===== config.mk =====
export PLATFORM = sky130hd
export DESIGN_NAME = ghr
export DESIGN_NICKNAME = d
export VERILOG_FILES = /design/src/common/bp_pkg.sv /design/src/design/ghr.sv
export SDC_FILE = /design/constraint.sdc
export NUM_CORES = 1
export LEC_CHECK = 0
export BUFFER_PORTS_ARGS = -buffer_cell sky130_fd_sc_hd__buf_2
export CAP_MARGIN = 30
export CORE_AREA = 3 3 51 53
export DETAILED_ROUTE_END_ITERATION = 6
export DIE_AREA = 0 0 54 56
export PLACE_DENSITY = 0.77
export SLEW_MARGIN = 40
export SYNTH_ARGS = -nofsm -noshare
export SYNTH_HDL_FRONTEND = slang
export SYNTH_SLANG_ARGS = --single-unit

===== constraint.sdc =====
create_clock -name clk -period 0.85 [get_ports clk]
set_input_delay 0.17 -clock clk [delete_from_list [all_inputs] [get_ports clk]]
set_output_delay 0.17 -clock clk [all_outputs]
set_load 0.02 [all_outputs]

===== src/common/bp_pkg.sv =====
package bp_pkg;

    // ####################
    // Widths
    // ####################

    localparam int unsigned addr_w = 30;  // Fetch address
    localparam int unsigned bh_w   = 16;  // Global history
    localparam int unsigned idx_w  = 8;   // BTB index, 256 entries
    localparam int unsigned tag_w  = 12;  // BTB tag

    // ####################
    // Resolve port
    // ####################

    // Branch outcome returned by the back end
    typedef struct packed {
        logic              valid;   // One-cycle strobe
        logic              taken;
        logic [addr_w-1:0] pc;
        logic [bh_w-1:0]   bh;      // History seen at prediction time
        logic [addr_w-1:0] target;
    } resolve_t;

    // ####################
    // BTB entry
    // ####################

    typedef struct packed {
        logic [addr_w-1:0] target;
        logic [tag_w-1:0]  tag;
    } btb_entry_t;

    // Contents of every word after configuration
    localparam btb_entry_t btb_init_entry = '{
        target: 30'h0700_0002,
        tag:    '0
    };

endpackage


===== src/design/ghr.sv =====
module ghr #(
    parameter int unsigned BH_W = bp_pkg::bh_w
) (
    input  logic             clk,
    input  logic             rst_n,
    input  bp_pkg::resolve_t resolve,
    output logic [BH_W-1:0]  bh
);

    logic [BH_W-1:0] bh_q;
    logic [BH_W-1:0] bh_next;

    // ####################
    // Shift on resolve
    // ####################

    // Youngest outcome at bit 0, oldest drops out the top
    always_comb begin
        bh_next = bh_q;
        if (resolve.valid) begin
            bh_next = {bh_q[BH_W-2:0], resolve.taken};
        end
    end

    always_ff @(posedge clk) begin
        if (!rst_n) begin
            bh_q <= '0;
        end else begin
            bh_q <= bh_next;
        end
    end

    assign bh = bh_q;

endmodule


==> impl_metrics.json, run 1 <==
{
  "clock-root-buffer": "clkbuf_4",
  "peakVddDrop_uv": 995.2,
  "wl_per_cell_um": 11.39,
  "fp.dieW_um": 54,
  "post-route-period-util_pct": 110.3,
  "diodes": 0,
  "violations": "setup timing",
  "max-cap-violations": 0,
  "first_pass_iters": 3,
  "critical_path_class": "reg2out",
  "worst_setup_path_start_kind": "flop",
  "cp.arrival_ns": 0.77,
  "holdCritStartpoint": "resolve[76]",
  "largest_reg_flops": 16,
  "synthCells": 51,
  "p_int_mw": 1.084,
  "whs_endpoint": "bh[0]$_SDFFE_PN0P_",
  "cp_cell_sequence": "buf_6",
  "hpwlAfterDp_um": 819.4,
  "rsz0062_at_grt": "yes",
  "num_vias": 467,
  "finalHoldViolCount": 0,
  "rows": 17,
  "grt_max_degree": 17,
  "clockBufferDepth": 2,
  "ys_seq_area_share_pct": 52.03,
  "cts_buffers": 3,
  "syn_nets": 131,
  "route.detailed.drc": 0,
  "swShare_pct": 21.62,
  "tns_ns": -1.149,
  "area_delta_synth_final_pct": 66.87,
  "cts_sinks": 16,
  "core_area_sq_um": 2191,
  "ant_nets": 0,
  "period_needed_ns": 0.9374,
  "avgSynthCellArea_sq_um": 12.07,
  "initial_core_util_pct": 28.10,
  "grt_first_pass_wirelength_um": 2180,
  "die_h_um": 56,
  "p_clk_share_pct": 36.9,
  "finalWorstSetupSlack_ns": -0.08735,
  "path_delay_family": "flip-flops",
  "layout.nets": 169,
  "final_layout_size_suffix_gt1_share_pct": 63.64,
  "p_switching_mw": 0.2989,
  "h-tree-depth": 1,
  "min_path_cells": 3,
  "met1_usage_pct": 11.54,
  "antenna_found_initial": 0,
  "cts_tree": "built",
  "multi_input_area_sq_um": 260.3,
  "end_kind": "output port",
  "pwr_density_cell_nw_per_um2": 1346,
  "leakagePower_nw": 0.4766,
  "slowest_delay_ns": 0.36,
  "cp.required_ns": 0.68,
  "comb_power_share_pct": 8.2,
  "grt.met2_usage_pct": 15.57,
  "ys_ff_latch": 16,
  "reg2reg_from": "bh[13]$_SDFFE_PN0P_",
  "clk_pin_slew_ns": 0.10,
  "grt_overflow": 0,
  "numPortBuffers": 19,
  "fmax_mhz": 1067,
  "path_buf_inv": 1,
  "place_congestion": 0.6360,
  "via_per_inst": 4.026,
  "holdCritPathClass": "in2reg",
  "reg2reg_depth": 4,
  "status": "finished, violations left",
  "wirelength_um": 1321,
  "worst_pin_slew_ns": 0.1967,
  "rrSetupSlack_ns": 0,
  "io_pins": 96,
  "holdWs_ns": 0.1427,
  "clkLatencyLatePin_ns": 0.29,
  "drv_slew": 0,
  "die-area_sq_um": 3024,
  "grt_use_total_pct": 10.24,
  "p_seq_share_pct": 54.9,
  "drt_iter0_markers": 1,
  "syn_area_sq_um": 615.6,
  "busiest_layer": "met2",
  "r2r_end": "bh[14]$_SDFFE_PN0P_",
  "ys.warnings.count": 0,
  "slowest_stage": "dfxtp_2",
  "grtUsageMet3_pct": 3.217,
  "crit_fanout": 3,
  "skew_ns": 0.01177,
  "slew_headroom_pct": 86.89,
  "fillers": 200,
  "synth_cell_types": 6,
  "regArea_sq_um": 340.3,
  "setup_violations": 16,
  "ctsHoldBuffers": 0,
  "grt_pass1_vias": 471
}
[logic make-up after synthesis]
| kind of cell | count (synthesis) | share of synthesized area (%) |
|---|---|---|
| AND/OR/NAND/NOR | 16 | 16.26 |
| multiplexers | 16 | 26.02 |
| buffers and inverters | 3 | 5.690 |
| flip-flops | 16 | 52.03 |
[cells in the mapped netlist (all sizes together)]
master | number | area [sq um]
nor2b | 16 | 100.1
clkbuf | 1 | 3.750
mux2i | 16 | 160.2
dfxtp | 16 | 320.3
buf | 2 | 31.28
[layout make-up]
class / count / share of cell area, %
Multi-Input combinational cell: 32 / 25.33
Clock buffer: 4 / 3.532
Sequential cell: 16 / 33.13
Timing Repair Buffer: 36 / 34.59
Tap cell: 28 / 3.410
[layer usage]
metal	routed length [um]	vias up	part of all wire [%]
li1	-	242	-
met1	540	205	41
met2	664	16	50
met3	80	4	6.1
met4	36	0	2.7
met5	0	-	0
[layout by cell type, fill, tap and decap left out]
master	n
dfxtp_2	16
buf_2	3
buf_4	13
clkbuf_8	1
mux2i_1	16
buf_6	18
clkbuf_4	3
nor2b_1	16
buf_12	2
[what timing repair did]
| item | 4_1_cts | 5_1_grt |
|---|---|---|
| setup buffers | 14 | 1 |
| endpoints found under the setup margin | 16 | 16 |
| gates resized for setup | 48 | 2 |
[power by group through the flow]
stage | logic, mW | clock network (mW) | registers, mW
finish | 0.113 | 0.510 | 0.760
global route | 0.122 | 0.560 | 0.761
CTS | 0.114 | 0.523 | 0.760
detailed placement | 0.0974 | 0 | 0.777
global placement | 0.0965 | 0 | 0.776
floorplan | 0.0644 | 0 | 0.783
[through the flow]
stage          utilization [%]  area (sq um)  std cells  power [mW]  setup WS [ns]
2_1_floorplan                -         615.6         51      0.8475        0.09206
3_3_place_gp             34.27         750.7         97      0.8729        0.04891
3_5_place_dp             34.27         750.7         97      0.8740        0.02391
4_1_cts                  46.20          1012        115       1.396       -0.09755
5_1_grt                  46.89          1027        116       1.443        -0.1337
6_report                 46.89          1027        116       1.383       -0.08735
[worst max-delay path by stage]
stage / slack, ns / cells after the start / endpoint / start
finish: -0.09 / 1 / bh[5] / bh[5]$_SDFFE_PN0P_
floorplan: 0.09 / 4 / bh[10]$_SDFFE_PN0P_ / resolve[77]
global placement: 0.05 / 4 / bh[15]$_SDFFE_PN0P_ / resolve[77]
CTS: -0.1 / 1 / bh[5] / bh[5]$_SDFFE_PN0P_
global route: -0.13 / 1 / bh[10] / bh[10]$_SDFFE_PN0P_
detailed placement: 0.02 / 4 / bh[15]$_SDFFE_PN0P_ / resolve[77]
No activity file was read; power rests on OpenSTA's default activity.
==> run 2, diff against run 1 <==
--- a/config.mk
+++ b/config.mk
@@ -7,9 +7,9 @@
 export LEC_CHECK = 0
 export BUFFER_PORTS_ARGS = -buffer_cell sky130_fd_sc_hd__buf_2
 export CAP_MARGIN = 30
-export CORE_AREA = 3 3 51 53
+export CORE_AREA = 2 2 50 52
 export DETAILED_ROUTE_END_ITERATION = 6
-export DIE_AREA = 0 0 54 56
+export DIE_AREA = 0 0 52 54
 export PLACE_DENSITY = 0.77
 export SLEW_MARGIN = 40
 export SYNTH_ARGS = -nofsm -noshare
==> impl_metrics.json, run 2 (synthesized netlist as in run 1, its figures left out) <==
{
  "status": "finished, violations left",
  "violations": "setup timing",
  "final_layout_size_suffix_gt1_share_pct": 64.04,
  "period_needed_ns": 0.9239,
  "wirelength_um": 1376,
  "diodes": 0,
  "area_delta_synth_final_pct": 67.07,
  "cp_cell_sequence": "buf_6",
  "io_pins": 96,
  "ctsHoldBuffers": 0,
  "slowest_delay_ns": 0.36,
  "finalWorstSetupSlack_ns": -0.07393,
  "max-cap-violations": 0,
  "h-tree-depth": 1,
  "layout.nets": 170,
  "worst_setup_path_start_kind": "flop",
  "rsz0062_at_grt": "yes",
  "antenna_found_initial": 0,
  "finalHoldViolCount": 0,
  "comb_power_share_pct": 7.6,
  "holdCritPathClass": "in2reg",
  "p_int_mw": 1.074,
  "setup_violations": 18,
  "drt_iter0_markers": 0,
  "min_path_cells": 3,
  "pre_cts_ws_ns": 0.02658,
  "holdWs_ns": 0.1452,
  "met3_length_um": 49,
  "route.detailed.drc": 0,
  "skew_ns": 0.001381,
  "final_common_cell": "buf_6",
  "critical_path_class": "reg2out",
  "p_clk_share_pct": 36.7,
  "num_vias": 481,
  "fillers": 233,
  "fp.dieW_um": 52,
  "cts_tree": "built",
  "ant_nets": 0,
  "grt_overflow": 0,
  "first_pass_iters": 1,
  "slew_headroom_pct": 86.70,
  "p_seq_share_pct": 55.7,
  "path_buf_inv": 1,
  "layout_common_cells": "19 x buf_6, 16 x mux2i_1, 16 x nor2b_1, 16 x dfxtp_2, 14 x buf_4",
  "swShare_pct": 21.18,
  "die_h_um": 54,
  "cp.depth": 1,
  "cp.arrival_ns": 0.75,
  "clockBufferDepth": 2,
  "core_area_sq_um": 2320,
  "drv_slew": 0,
  "wl_per_cell_um": 11.56,
  "cp.required_ns": 0.68,
  "end_kind": "output port",
  "clk_pin_slew_ns": 0.09,
  "numPortBuffers": 19,
  "met2_length_um": 781,
  "clkLatencyLatePin_ns": 0.28,
  "initial_core_util_pct": 26.54,
  "clock-root-buffer": "clkbuf_4",
  "crit_fanout": 2,
  "pwr_density_cell_nw_per_um2": 1325,
  "wl_met1_um": 532,
  "p_switching_mw": 0.2888,
  "cts_sinks": 16,
  "place_congestion": 0.7140,
  "rows": 18,
  "slowest_stage": "dfxtp_2",
  "post-route-period-util_pct": 108.7,
  "grt_pass1_vias": 519,
  "cts_buffers": 3,
  "grt_max_degree": 17,
  "grt_use_total_pct": 10.80,
  "fmax_mhz": 1082,
  "top_layer_used": "met4",
  "power.total_mw": 1.363,
  "path_delay_family": "flip-flops",
  "leakagePower_nw": 0.4788,
  "worst_pin_slew_ns": 0.1996,
  "peakVddDrop_uv": 558.4,
  "die-area_sq_um": 2808,
  "grt_first_pass_wirelength_um": 2214,
  "reg2reg_depth": 4,
  "via_per_inst": 4.042,
  "largest_reg_flops": 16,
  "utilization_pct": 44.34
}
[run 2: changes by cell type in the layout (fill, tap and decap cells not counted), sizes merged]
cell,previous run,this run
buf,36,37
[run 2: path summary, 6_finish.rpt]
| check | from | end | slack (ns) |
|---|---|---|---|
| worst max-delay path | bh[13]$_SDFFE_PN0P_ | bh[13] | -0.07 |
| worst min-delay path | resolve[76] | bh[0]$_SDFFE_PN0P_ | 0.15 |
| worst max register to register | bh[9]$_SDFFE_PN0P_ | bh[9]$_SDFFE_PN0P_ | -0.01 |
| worst min register to register | bh[15]$_SDFFE_PN0P_ | bh[15]$_SDFFE_PN0P_ | 0.56 |
[run 2: power groups by stage]
stage                     Sequential, mW  Clock (mW)  Combinational [mW]
final                              0.760       0.500               0.103
after global routing               0.761       0.564               0.110
after CTS                          0.759       0.512               0.102
after detailed placement           0.777           0              0.0869
after global placement             0.776           0              0.0856
after floorplan                    0.783           0              0.0644
[run 2: area by class of cell]
cell class | instances | area [sq um] | area share, %
Tap cell | 30 | 37.54 | 3.650
Sequential cell | 16 | 340.3 | 33.09
Multi-Input combinational cell | 32 | 260.3 | 25.30
Timing Repair Buffer | 37 | 354.1 | 34.43
Clock buffer | 4 | 36.28 | 3.528
[run 2: repair_timing]
item | 4_1_cts | 5_1_grt
gates resized for setup | 48 | 3
endpoints found under the setup margin | 16 | 16
buffers inserted | 14 | 3
[run 2: stage by stage]
step,TNS (ns),area (sq um),cells
floorplan,0,615.6,51
global placement,0,733.2,98
detailed placement,0,733.2,98
CTS,-1.155,994.7,116
global route,-1.759,1028,119
finish,-1.044,1028,119
[run 2: routing by layer]
metal	track usage, %	vias up
met4	7.895	0
met1	12.14	225
met5	0	-
li1	-	242
met3	0.8333	2
met2	19.20	12
==> run 3, diff against run 2 <==
==> constraint.sdc (replaced) <==
create_clock -name clk -period 0.85 [get_ports clk]
set_input_delay 0.1275 -clock clk [delete_from_list [all_inputs] [get_ports clk]]
set_output_delay 0.1275 -clock clk [all_outputs]
set_load 0.02 [all_outputs]
==> impl_metrics.json, run 3 (synthesized netlist as in run 1, its figures left out) <==
{
  "pre_cts_ws_ns": 0.06908,
  "holdCritStartpoint": "resolve[76]",
  "cp_cell_sequence": "buf_6",
  "drt_iter0_markers": 0,
  "via_per_inst": 4.051,
  "fmax_mhz": 1135,
  "route.detailed.drc": 0,
  "skew_ns": 0.001070,
  "holdCritPathClass": "in2reg",
  "status": "finished, violations left",
  "final_layout_size_suffix_gt1_share_pct": 63.22,
  "ant_nets": 0,
  "first_pass_iters": 1,
  "final_area_sq_um": 1002,
  "critical_path_class": "reg2out",
  "setup_violations": 16,
  "grt_overflow": 0,
  "initial_core_util_pct": 26.54,
  "cts_sinks": 16,
  "ctsHoldBuffers": 0,
  "slowest_delay_ns": 0.36,
  "worst_pin_slew_ns": 0.1996,
  "violations": "setup timing",
  "place_congestion": 0.7140,
  "grt_max_degree": 17,
  "wirelength_um": 1350,
  "cts_tree": "built",
  "clkLatencyLatePin_ns": 0.28,
  "slowest_stage": "dfxtp_2",
  "core_area_sq_um": 2320,
  "clockBufferDepth": 2,
  "clock-root-buffer": "clkbuf_4",
  "die-area_sq_um": 2808,
  "clk_pin_slew_ns": 0.09,
  "setup.worst_path.start": "bh[13]$_SDFFE_PN0P_",
  "cp.required_ns": 0.72,
  "fp.dieW_um": 52,
  "path_buf_inv": 1,
  "layout.nets": 168,
  "h-tree-depth": 1,
  "largest_reg_flops": 16,
  "io_pins": 96,
  "power.total_mw": 1.364,
  "num_vias": 474,
  "grt_pass1_vias": 519,
  "rows": 18,
  "post-route-period-util_pct": 103.7,
  "grt_use_total_pct": 10.80,
  "finalWorstSetupSlack_ns": -0.03137,
  "cp.arrival_ns": 0.75,
  "pwr_density_cell_nw_per_um2": 1361,
  "fillers": 230,
  "area_delta_synth_final_pct": 62.80,
  "period_needed_ns": 0.8814,
  "utilization_pct": 43.20,
  "finalHoldViolCount": 0,
  "worst_setup_path_start_kind": "flop",
  "die_h_um": 54,
  "peakVddDrop_uv": 559.3,
  "cts_buffers": 3,
  "grt_first_pass_wirelength_um": 2214,
  "diodes": 0,
  "rsz0062_at_grt": "yes",
  "end_kind": "output port",
  "slew_headroom_pct": 86.70,
  "max-cap-violations": 0,
  "numPortBuffers": 19,
  "crit_fanout": 2,
  "antenna_found_initial": 0,
  "leakagePower_nw": 0.4658,
  "drv_slew": 0,
  "path_delay_family": "flip-flops",
  "layout_common_cells": "16 x mux2i_1, 16 x nor2b_1, 16 x dfxtp_2, 16 x buf_6, 15 x buf_4",
  "wl_per_cell_um": 11.54,
  "dpl_cell_area_sq_um": 733.2,
  "reg2reg_from": "bh[14]$_SDFFE_PN0P_"
}
==> run 3: changes by cell type in the layout (fill, tap and decap cells not counted), sizes merged <==
cell  before  now
buf       37   35
==> run 3: report_power, final <==
group	internal (mW)	switching [mW]	total, mW
Combinational	0.0586	0.0445	0.103
Clock	0.261	0.240	0.501
Sequential	0.755	0.00450	0.760
Total	1.07	0.289	1.36
==> run 3: area by class of cell <==
class / instances / area (sq um) / area share [%]
Clock buffer: 4 / 36.28 / 3.620
Sequential cell: 16 / 340.3 / 33.96
Timing Repair Buffer: 35 / 327.8 / 32.71
Tap cell: 30 / 37.54 / 3.745
Multi-Input combinational cell: 32 / 260.3 / 25.97
==> run 3: metal layers <==
| metal | vias up | share of wire [%] | track usage, % |
|---|---|---|---|
| met4 | 0 | 0.89 | 7.895 |
| met2 | 12 | 56 | 19.20 |
| met1 | 222 | 39 | 12.14 |
| met3 | 2 | 3.6 | 0.8333 |
| li1 | 238 | - | - |
| met5 | - | 0 | 0 |
==> run 3: repair_timing <==
item	CTS	global route
endpoints found under the setup margin	16	16
gates resized for setup	48	0
buffers inserted	14	1
==> run 3: through the flow <==
step | TNS (ns) | instances | hold WS (ns)
floorplan | 0 | 51 | 0.2557
global placement | 0 | 98 | 0.3895
detailed placement | 0 | 98 | 0.4027
CTS | -0.4753 | 116 | 0.09775
global route | -0.9507 | 117 | 0.1151
finish | -0.3465 | 117 | 0.1028
==> run 3: path summary, 6_finish.rpt <==
path / end / slack, ns / depth (start not counted)
setup / recovery: bh[13] / -0.03 / 1
hold / removal: bh[0]$_SDFFE_PN0P_ / 0.10 / 3
setup reg to reg: bh[15]$_SDFFE_PN0P_ / 0.06 / 3
hold reg to reg: bh[15]$_SDFFE_PN0P_ / 0.56 / 2
==> run 3: tightest hold or removal path: cells and delay by family <==
family                 cells  cell delay [ns]
multiplexers               1             0.06
AND/OR/NAND/NOR            1             0.09
buffers and inverters      1             0.08
